==> src/hw/kitchen_pkg.sv <==
package kitchen_pkg;

    // kitchen grid geometry.
    localparam int GRID_COLS  = 13;
    localparam int GRID_ROWS  = 8;
    localparam int CELL_SHIFT = 5;     // 32 pixel cells.

    localparam int STOVE_ROW  = 0;
    localparam int STOVE_COL0 = 8;     // stoves sit in columns 8 to 11.
    localparam int SERVE_ROW  = 7;
    localparam int SERVE_COL  = 6;

    // frame counts, the clock runs once per frame.
    localparam int CHOP_FRAMES       = 8;
    localparam int COOK_FRAMES       = 20;
    localparam int BURN_FRAMES       = 20;
    localparam int FRAMES_PER_SECOND = 60;
    localparam int ROUND_SECONDS     = 150;

    // host register map.
    localparam logic [11:0] STATUS_ADDR = 12'h400;
    localparam logic [11:0] CTRL_ADDR   = 12'h404;

    typedef enum logic [3:0] {
        G_EMPTY         = 4'd0,
        G_ONION_WHOLE   = 4'd1,
        G_ONION_CHOPPED = 4'd2,
        G_BOWL_EMPTY    = 4'd3,
        G_BOWL_FULL     = 4'd4,
        G_POT_EMPTY     = 4'd5,
        G_POT_RAW       = 4'd6,
        G_POT_COOKED    = 4'd7,
        G_POT_FIRE      = 4'd8,
        G_FIRE          = 4'd9,
        G_EXTINGUISHER  = 4'd10,
        G_SERVE         = 4'd11
    } obj_t;

    typedef enum logic [3:0] {
        P_NOTHING       = 4'd0,
        P_CHOPPING      = 4'd1,
        P_ONION_WHOLE   = 4'd2,
        P_ONION_CHOPPED = 4'd3,
        P_POT_EMPTY     = 4'd4,
        P_POT_RAW       = 4'd5,
        P_POT_COOKED    = 4'd6,
        P_BOWL_EMPTY    = 4'd7,
        P_BOWL_FULL     = 4'd8,
        P_EXT_OFF       = 4'd9,
        P_EXT_ON        = 4'd10
    } pstate_t;

    typedef enum logic [1:0] {
        DIR_LEFT  = 2'd0,
        DIR_RIGHT = 2'd1,
        DIR_UP    = 2'd2,
        DIR_DOWN  = 2'd3
    } dir_t;

    typedef enum logic [2:0] {
        GS_WELCOME = 3'd0,
        GS_START   = 3'd1,
        GS_PLAY    = 3'd2,
        GS_PAUSE   = 3'd3,
        GS_FINISH  = 3'd4
    } game_state_t;

endpackage

==> src/hw/front_cell.sv <==
`timescale 1ns/1ps

module front_cell
    import kitchen_pkg::*;
(
    input  logic [8:0] player_loc_x,
    input  logic [8:0] player_loc_y,
    input  dir_t       player_direction,
    input  obj_t       lookup_obj,
    output logic       front_valid,
    output logic [2:0] front_row,
    output logic [3:0] front_col,
    output obj_t       front_obj
);

    logic [9:0] px, py;
    logic [4:0] cx, cy;
    logic [5:0] fx, fy;   // extra bit so a step left of column 0 wraps out of range.

    // sprite centre, then the cell it falls in.
    assign px = {1'b0, player_loc_x} + 10'd16;
    assign py = {1'b0, player_loc_y} + 10'd16;
    assign cx = 5'(px >> CELL_SHIFT);
    assign cy = 5'(py >> CELL_SHIFT);

    always_comb begin
        fx = {1'b0, cx};
        fy = {1'b0, cy};
        case (player_direction)
            DIR_LEFT:  fx = {1'b0, cx} - 6'd1;
            DIR_RIGHT: fx = {1'b0, cx} + 6'd1;
            DIR_UP:    fy = {1'b0, cy} - 6'd1;
            default:   fy = {1'b0, cy} + 6'd1;
        endcase
    end

    assign front_valid = (fx < 6'(GRID_COLS)) && (fy < 6'(GRID_ROWS));
    assign front_col   = fx[3:0];
    assign front_row   = fy[2:0];
    assign front_obj   = front_valid ? lookup_obj : G_EMPTY;  // off-grid looks like a wall.

endmodule

==> src/hw/action_fsm.sv <==
`timescale 1ns/1ps

module action_fsm
    import kitchen_pkg::*;
(
    input  logic       vsync,
    input  logic       reset,
    input  logic       round_active,
    input  logic       chop,
    input  logic       carry,
    input  logic       front_valid,
    input  logic [2:0] front_row,
    input  logic [3:0] front_col,
    input  obj_t       front_obj,
    output pstate_t    player_state,
    output logic       act_we,
    output logic [2:0] act_row,
    output logic [3:0] act_col,
    output obj_t       act_obj,
    output logic       serve_pulse
);

    pstate_t    next_state;
    logic [3:0] chop_cnt;

    // what the player ends up holding after picking an object up.
    function automatic pstate_t pick_state(obj_t obj);
        case (obj)
            G_ONION_WHOLE:   return P_ONION_WHOLE;
            G_ONION_CHOPPED: return P_ONION_CHOPPED;
            G_POT_EMPTY:     return P_POT_EMPTY;
            G_POT_RAW:       return P_POT_RAW;
            G_POT_COOKED:    return P_POT_COOKED;
            G_BOWL_EMPTY:    return P_BOWL_EMPTY;
            G_BOWL_FULL:     return P_BOWL_FULL;
            default:         return P_NOTHING;
        endcase
    endfunction

    function automatic obj_t held_obj(pstate_t st);
        case (st)
            P_ONION_WHOLE:   return G_ONION_WHOLE;
            P_ONION_CHOPPED: return G_ONION_CHOPPED;
            P_POT_EMPTY:     return G_POT_EMPTY;
            P_POT_RAW:       return G_POT_RAW;
            P_POT_COOKED:    return G_POT_COOKED;
            P_BOWL_EMPTY:    return G_BOWL_EMPTY;
            P_BOWL_FULL:     return G_BOWL_FULL;
            default:         return G_EMPTY;
        endcase
    endfunction

    // at most one grid write per frame, always to the front cell.
    always_comb begin
        next_state  = player_state;
        act_we      = 1'b0;
        act_row     = front_row;
        act_col     = front_col;
        act_obj     = G_EMPTY;
        serve_pulse = 1'b0;
        if (round_active) begin
            case (player_state)
                P_NOTHING: begin
                    if (chop && front_obj == G_ONION_WHOLE) begin
                        next_state = P_CHOPPING;
                    end else if (carry && pick_state(front_obj) != P_NOTHING) begin
                        next_state = pick_state(front_obj);
                        act_we     = 1'b1;   // lifted off the counter.
                    end
                end
                P_CHOPPING: begin
                    if (!chop || front_obj != G_ONION_WHOLE) begin
                        next_state = P_NOTHING;   // let go early, onion untouched.
                    end else if (chop_cnt == 4'(CHOP_FRAMES - 1)) begin
                        next_state = P_NOTHING;
                        act_we     = 1'b1;
                        act_obj    = G_ONION_CHOPPED;
                    end
                end
                default: begin
                    if (!carry) begin
                        if (front_valid && front_obj == G_EMPTY) begin
                            next_state = P_NOTHING;
                            act_we     = 1'b1;
                            act_obj    = held_obj(player_state);
                        end else if (player_state == P_ONION_CHOPPED &&
                                     front_obj == G_POT_EMPTY) begin
                            next_state = P_NOTHING;
                            act_we     = 1'b1;
                            act_obj    = G_POT_RAW;
                        end else if (player_state == P_POT_COOKED &&
                                     front_obj == G_BOWL_EMPTY) begin
                            next_state = P_POT_EMPTY;   // soup poured, pot stays in hand.
                            act_we     = 1'b1;
                            act_obj    = G_BOWL_FULL;
                        end else if (player_state == P_BOWL_FULL && front_obj == G_SERVE) begin
                            next_state  = P_NOTHING;
                            serve_pulse = 1'b1;
                        end
                    end
                end
            endcase
        end
    end

    always_ff @(posedge vsync) begin
        if (reset) begin
            player_state <= P_NOTHING;
            chop_cnt     <= '0;
        end else begin
            player_state <= next_state;
            if (next_state != P_CHOPPING)
                chop_cnt <= '0;
            else if (player_state != P_CHOPPING)
                chop_cnt <= 4'd1;   // the frame that starts the chop counts.
            else if (round_active)
                chop_cnt <= chop_cnt + 4'd1;
        end
    end

endmodule

==> src/hw/stove_timers.sv <==
`timescale 1ns/1ps

module stove_timers
    import kitchen_pkg::*;
(
    input  logic           vsync,
    input  logic           reset,
    input  obj_t [3:0]     stove_obj_in,
    output logic [3:0]     stove_we,
    output obj_t [3:0]     stove_obj
);

    logic [4:0] cnt [4];
    logic [3:0] heating;

    always_comb begin
        for (int i = 0; i < 4; i++) begin
            heating[i]   = (stove_obj_in[i] == G_POT_RAW) || (stove_obj_in[i] == G_POT_COOKED);
            stove_we[i]  = 1'b0;
            stove_obj[i] = stove_obj_in[i];
            if (stove_obj_in[i] == G_POT_RAW && cnt[i] == 5'(COOK_FRAMES - 1)) begin
                stove_we[i]  = 1'b1;
                stove_obj[i] = G_POT_COOKED;
            end else if (stove_obj_in[i] == G_POT_COOKED && cnt[i] == 5'(BURN_FRAMES - 1)) begin
                stove_we[i]  = 1'b1;
                stove_obj[i] = G_POT_FIRE;
            end
        end
    end

    // counter restarts on every change of the pot, so burn time starts at cooked.
    always_ff @(posedge vsync) begin
        if (reset) begin
            for (int i = 0; i < 4; i++)
                cnt[i] <= '0;
        end else begin
            for (int i = 0; i < 4; i++) begin
                if (stove_we[i] || !heating[i])
                    cnt[i] <= '0;
                else
                    cnt[i] <= cnt[i] + 5'd1;
            end
        end
    end

endmodule

==> src/hw/round_timer.sv <==
`timescale 1ns/1ps

module round_timer
    import kitchen_pkg::*;
#(
    parameter int GIVEN_TIME = ROUND_SECONDS
) (
    input  logic        vsync,
    input  logic        reset,
    input  logic        restart,
    input  game_state_t game_state,
    output logic [7:0]  time_left,
    output logic        round_active
);

    logic [5:0] frame_cnt;   // frames within the current second.

    assign round_active = (game_state == GS_PLAY) && (time_left != 8'd0);

    always_ff @(posedge vsync) begin
        if (reset || restart) begin
            frame_cnt <= '0;
            time_left <= 8'(GIVEN_TIME);
        end else if (round_active) begin
            if (frame_cnt == 6'(FRAMES_PER_SECOND - 1)) begin
                frame_cnt <= '0;
                time_left <= time_left - 8'd1;
            end else begin
                frame_cnt <= frame_cnt + 6'd1;
            end
        end
    end

endmodule

==> src/hw/kitchen_grid.sv <==
`timescale 1ns/1ps

module kitchen_grid
    import kitchen_pkg::*;
(
    input  logic       vsync,
    input  logic       reset,
    input  logic       act_we,
    input  logic [2:0] act_row,
    input  logic [3:0] act_col,
    input  obj_t       act_obj,
    input  logic [3:0] stove_we,
    input  obj_t [3:0] stove_obj,
    input  logic [2:0] lookup_row,
    input  logic [3:0] lookup_col,
    input  logic [2:0] read_row,
    input  logic [3:0] read_col,
    output obj_t       lookup_obj,
    output obj_t       read_obj,
    output obj_t [3:0] stove_obj_in
);

    obj_t       grid [GRID_ROWS][GRID_COLS];
    logic [3:0] stove_keep;

    // player write takes the cell, the stove request for it is dropped.
    always_comb begin
        for (int i = 0; i < 4; i++)
            stove_keep[i] = stove_we[i] &&
                            !(act_we && act_row == 3'(STOVE_ROW) && act_col == 4'(STOVE_COL0 + i));
    end

    always_ff @(posedge vsync) begin
        if (reset) begin
            for (int r = 0; r < GRID_ROWS; r++)
                for (int c = 0; c < GRID_COLS; c++)
                    grid[r][c] <= G_EMPTY;
            grid[2][0]  <= G_ONION_WHOLE;
            grid[3][0]  <= G_ONION_WHOLE;
            grid[6][12] <= G_BOWL_EMPTY;
            for (int i = 0; i < 4; i++)
                grid[STOVE_ROW][STOVE_COL0+i] <= G_POT_EMPTY;
            grid[SERVE_ROW][SERVE_COL] <= G_SERVE;
        end else begin
            for (int i = 0; i < 4; i++)
                if (stove_keep[i])
                    grid[STOVE_ROW][STOVE_COL0+i] <= stove_obj[i];
            if (act_we)
                grid[act_row][act_col] <= act_obj;
        end
    end

    assign lookup_obj = (lookup_col < 4'(GRID_COLS)) ? grid[lookup_row][lookup_col] : G_EMPTY;
    assign read_obj   = (read_col < 4'(GRID_COLS)) ? grid[read_row][read_col] : G_EMPTY;

    always_comb begin
        for (int i = 0; i < 4; i++)
            stove_obj_in[i] = grid[STOVE_ROW][STOVE_COL0+i];
    end

endmodule

==> src/hw/apb_status.sv <==
`timescale 1ns/1ps

module apb_status
    import kitchen_pkg::*;
(
    input  logic        vsync,
    input  logic        reset,
    input  logic        psel,
    input  logic        penable,
    input  logic        pwrite,
    input  logic [11:0] paddr,
    input  logic [31:0] pwdata,
    input  obj_t        read_obj,
    input  pstate_t     player_state,
    input  logic [7:0]  time_left,
    input  logic [7:0]  orders_served,
    output logic [31:0] prdata,
    output logic        pready,
    output logic        pslverr,
    output logic [2:0]  read_row,
    output logic [3:0]  read_col,
    output logic        restart
);

    logic setup, cell_sel, cell_ok, status_sel, ctrl_sel;

    assign setup      = psel && !penable;
    assign read_row   = paddr[8:6];   // cell address is (row*16 + col)*4.
    assign read_col   = paddr[5:2];
    assign cell_sel   = (paddr[11:9] == 3'd0);
    assign cell_ok    = cell_sel && (read_col < 4'(GRID_COLS));
    assign status_sel = (paddr == STATUS_ADDR);
    assign ctrl_sel   = (paddr == CTRL_ADDR);

    // response is captured in setup so it is valid for the whole access phase.
    always_ff @(posedge vsync) begin
        if (reset) begin
            pready  <= 1'b0;
            pslverr <= 1'b0;
            restart <= 1'b0;
        end else begin
            pready  <= setup;
            pslverr <= setup && !(cell_ok || status_sel || ctrl_sel);
            restart <= psel && penable && pwrite && ctrl_sel && pwdata[0];
        end
    end

    always_ff @(posedge vsync) begin
        if (setup && !pwrite) begin
            if (cell_ok)
                prdata <= {28'd0, read_obj};
            else if (status_sel)
                prdata <= {8'd0, orders_served, time_left, 4'd0, player_state};
            else
                prdata <= '0;
        end
    end

endmodule

==> src/hw/kitchen_top.sv <==
`timescale 1ns/1ps

module kitchen_top
    import kitchen_pkg::*;
(
    input  logic        vsync,
    input  logic        reset,
    input  game_state_t game_state,
    input  dir_t        player_direction,
    input  logic [8:0]  player_loc_x,
    input  logic [8:0]  player_loc_y,
    input  logic        chop,
    input  logic        carry,
    input  logic        psel,
    input  logic        penable,
    input  logic        pwrite,
    input  logic [11:0] paddr,
    input  logic [31:0] pwdata,
    output logic [31:0] prdata,
    output logic        pready,
    output logic        pslverr,
    output pstate_t     player_state
);

    logic       front_valid, act_we, serve_pulse, round_active, restart;
    logic [2:0] front_row, act_row, read_row;
    logic [3:0] front_col, act_col, read_col, stove_we;
    logic [7:0] time_left, orders_served;
    obj_t       lookup_obj, front_obj, act_obj, read_obj;
    obj_t [3:0] stove_obj, stove_obj_in;

    front_cell u_front (.player_loc_x, .player_loc_y, .player_direction, .lookup_obj,
                        .front_valid, .front_row, .front_col, .front_obj);

    action_fsm u_action (.vsync, .reset, .round_active, .chop, .carry, .front_valid,
                         .front_row, .front_col, .front_obj, .player_state, .act_we,
                         .act_row, .act_col, .act_obj, .serve_pulse);

    stove_timers u_stove (.vsync, .reset, .stove_obj_in, .stove_we, .stove_obj);

    round_timer #(.GIVEN_TIME(ROUND_SECONDS)) u_timer (.vsync, .reset, .restart, .game_state,
                                                       .time_left, .round_active);

    kitchen_grid u_grid (.vsync, .reset, .act_we, .act_row, .act_col, .act_obj, .stove_we,
                         .stove_obj, .lookup_row(front_row), .lookup_col(front_col),
                         .read_row, .read_col, .lookup_obj, .read_obj, .stove_obj_in);

    apb_status u_apb (.vsync, .reset, .psel, .penable, .pwrite, .paddr, .pwdata, .read_obj,
                      .player_state, .time_left, .orders_served, .prdata, .pready, .pslverr,
                      .read_row, .read_col, .restart);

    always_ff @(posedge vsync) begin
        if (reset || restart)
            orders_served <= '0;
        else if (serve_pulse)
            orders_served <= orders_served + 8'd1;   // one per bowl delivered.
    end

endmodule

==> config.mk <==
export PLATFORM = sky130hd
export DESIGN_NAME = kitchen_top
export DESIGN_NICKNAME = d
export VERILOG_FILES = /design/src/hw/kitchen_pkg.sv /design/src/hw/front_cell.sv /design/src/hw/action_fsm.sv /design/src/hw/stove_timers.sv /design/src/hw/round_timer.sv /design/src/hw/kitchen_grid.sv /design/src/hw/apb_status.sv /design/src/hw/kitchen_top.sv
export SDC_FILE = /design/constraint.sdc
export NUM_CORES = 1
export LEC_CHECK = 0
export BUFFER_PORTS_ARGS = -buffer_cell sky130_fd_sc_hd__buf_2
export CAP_MARGIN = 40
export CORE_MARGIN = 3
export CORE_UTILIZATION = 45
export CTS_CLUSTER_SIZE = 8
export DETAILED_ROUTE_END_ITERATION = 10
export GPL_ROUTABILITY_DRIVEN = 0
export MAX_ROUTING_LAYER = met4
export PLACE_DENSITY_LB_ADDON = 0.08
export SLEW_MARGIN = 15
export SYNTH_ARGS = -nofsm -noshare
export SYNTH_HDL_FRONTEND = slang
export SYNTH_SLANG_ARGS = --single-unit
==> constraint.sdc <==
create_clock -name vsync -period 6.6 [get_ports vsync]
set_clock_uncertainty 0.1 [all_clocks]
set_input_delay 0 -clock vsync [delete_from_list [all_inputs] [get_ports vsync]]
set_output_delay 0 -clock vsync [all_outputs]
set_load 0.01 [all_outputs]
==> results.py <==
metrics = {
    "status": {
        "status": "completed",
    },
    "critical_path": {
        "crit_family": "compound AO/OA/AOI/OAI gates",
        "regToRegSetupSlack_ns": 1.83,
        "crit_arrival_ns": 5.98,
        "startpoint_type": "input port",
        "path_cells": "buf_2 -> ha_2 -> xnor2_4 -> inv_2 -> fa_4 -> nand2b_1 -> a21boi_4 -> buf_12 -> mux2i_1 -> mux2i_1 -> a221oi_1 -> or4b_4 -> a221oi_4 -> nor4_1 -> a41o_1 -> o2bb2ai_2 -> buf_4 -> or2_0 -> o21ai_0",
        "path_depth": 19,
        "path_class": "input port to flop",
        "startpoint": "player_loc_y[4]",
        "critical_path_required_ns": 6.79,
        "cp_slowest_cell": "fa_4",
        "cp_num_buf_inv": 4,
        "crit_end": "u_grid.grid[7][4]",
        "critPathMaxFanout": 22,
        "critPathMostFrequentCell": "mux2i_1",
        "r2r-start": "u_grid.grid[5][50]",
        "r2r-end": "u_grid.grid[7][4]",
        "r2r_cells": 12,
        "end_kind": "flop",
        "slowest_delay_ns": 0.83,
    },
    "global_route": {
        "groute.usage.overall_pct": 31.2,
        "antenna_found_initial": 2,
        "grt_pass1_vias": 18900,
        "overflow": 0,
        "grt_max_degree": 66,
        "grt_pass1_wl_mm": 126,
    },
    "cts": {
        "htreeDepth": 2,
        "cts_made_buffers": 55,
        "cts_tree": "yes",
        "clk_pin_slew_ns": 0.05,
        "clock_path_buffers": 3,
        "cts_sinks": 390,
        "cts-resized-gates": 0,
        "insertion_delay_ns": 0.61,
        "cts_root_buf": "clkbuf_16",
    },
    "sta": {
        "worstMarginPinSlew_ns": 0.927,
        "max_freq_ghz": 0.173,
        "rsz0062_at_grt": "no",
        "fin_crit_ns": 5.79,
        "hold_viol": 0,
        "hold_ws_ns": 0.101,
        "final.setup.tns_ns": 0,
        "finalMaxSlewViolations": 0,
        "fin_crit_sh_pct": 87.8,
        "setup_viol": 0,
        "slew-limit-headroom_pct": 38.2,
    },
    "logic_synthesis": {
        "ys_ff_latch": 390,
        "yosysTopAreaCell": "edfxtp_1",
        "yosysUniqueCellTypes": 91,
        "yosys-top-cells-area": "edfxtp_1 45%, mux4_2 12%, nor3_1 4.1%, nand2_1 3.6%, dfxtp_1 3.4%",
        "ys.flop_type": "edfxtp_1",
        "synth_commonest_cells": "350 x edfxtp_1, 224 x nand2_1, 197 x nor2_1",
        "synth_edf_count": 350,
        "synth_top_area_share_pct": 44.5,
        "seq_area_frac_synth_pct": 47.9,
        "avgSynthCellArea_um2": 10.9,
        "postSynthCellCount": 2158,
        "synthMostInstantiatedCell": "edfxtp_1",
        "yosysWarnings": 0,
        "netlist_area_um2": 23600,
        "synth-async-reset-ratio_pct": 0,
    },
    "floorplan": {
        "initial_core_util_pct": 45.8,
        "pin_count": 112,
        "dieArea_um2": 55300,
        "row_count": 83,
        "core_area_um2": 51600,
        "die_w_um": 235,
        "die_h_um": 235,
    },
    "routing": {
        "drt_wl_total_mm": 85.2,
        "viasPerCell": 6.64,
        "firstDrtPassIters": 6,
        "vias": 19700,
        "ant_nets": 0,
        "drtIter0Drc": 2600,
        "drc": 0,
        "avgRoutedWirePerCell_um": 28.8,
    },
    "layout": {
        "fin_cells": 2960,
        "fin_util_pct": 52.3,
        "drive_above_1_share_pct": 21.0,
        "finalNetCount": 2337,
        "postLayoutCellArea_um2": 27000,
        "synthToLayoutAreaGrowth_pct": 14.4,
    },
    "placement": {
        "dp_hpwl_mm": 59.2,
        "dpl.cell_count": 2839,
        "portBuffers": 60,
        "dpl_cell_area_um2": 25200,
    },
    "run": {
        "drv_cap": 0,
    },
    "worst_hold_path": {
        "worstHoldPathType": "input port to flop",
    },
    "pwr": {
        "power.leakage_nw": 9.09,
        "p_per_area_nw_per_um2": 259,
        "ir_drop_uv": 228,
    },
}
==> where the power goes <==
part	internal, mW	switching (mW)
Clock	1.58	1.08
Combinational	0.541	0.948
Sequential	2.77	0.0657
Total	4.88	2.10
==> how the worst min path moves through the flow <==
stage / from / slack (ns) / endpoint / cells past startpoint
after global routing: chop / 0.13 / u_action.player_state[0] / 6
final: chop / 0.10 / u_action.player_state[0] / 6
after CTS: chop / 0.03 / u_action.player_state[0] / 6
after detailed placement: psel / 0.23 / u_apb.pready / 3
after global placement: psel / 0.22 / u_apb.pready / 3
after floorplan: psel / 0.03 / u_apb.restart / 2
==> tightest hold or removal path, cell delays in order <==
cell	delay, ns
buf_2	0.12
nand2_1	0.06
nor3_1	0.04
a21oi_1	0.16
o221ai_1	0.17
and3_1	0.18
==> area by class of cell <==
type | count | area, um^2
diodes | 2 | 5.00
clock buffers | 92 | 1560
clock inverters | 1 | 8.76
fillers | 4558 | 24600
inverters | 27 | 103
multi-input cells | 1543 | 11300
flip-flops and latches | 390 | 11300
well taps | 680 | 851
repair buffers | 225 | 1830
==> metal layers <==
layer	part of all wire [%]	track usage, %	vias to the layer above
met4	5.3	14.2	0
met1	40	42.3	9732
li1	-	-	8401
met5	0	-	-
met3	11	6.28	244
met2	44	45.6	1286
==> kinds of logic after synthesis <==
family	share of synthesized area [%]
compound gates	10.1
xor+xnor	1.88
fa+ha+maj	1.26
buf+inv	4.91
flops	47.9
mux	15.5
other cells	0.0318
simple gates	18.5
==> cells in the final DEF (no fill, tap or decap), drive strengths merged, types with 22 or more instances in the layout <==
master       instances
nand4               23
conb                32
a21oi               32
dfxtp               40
nor2               197
edfxtp             350
clkbuf              92
mux4               126
nand2              224
inv                 24
nor3               234
a31oi               29
xnor2               22
xor2                26
o22ai               31
o21ai              122
nand3               82
buf                199
mux2i               65
dlygate4sd3         26
and2                22
==> state kept, by name, indices dropped and copies added, names as in the netlist <==
name and cells:
u_timer.time_left 8, u_apb.restart 1, u_grid.grid 317, orders_served 8
u_stove.cnt 20, u_apb.pslverr 1, u_action.chop_cnt 4, u_apb.prdata 20
u_action.player_state 4, u_apb.pready 1, u_timer.frame_cnt 6
==> what timing repair did <==
action / CTS / global route
setup buffers: 0 / 0
hold buffers: 26 / 0
hold endpoints to repair: 42 / 0
==> through the flow <==
step                      setup WS (ns)  power [mW]
after floorplan                   0.847        3.72
after global placement            0.355        4.27
after detailed placement          0.371        4.30
after CTS                         0.968        6.97
after global routing              0.623        7.18
final                             0.807        6.98
(Power assumes the default switching activity.)
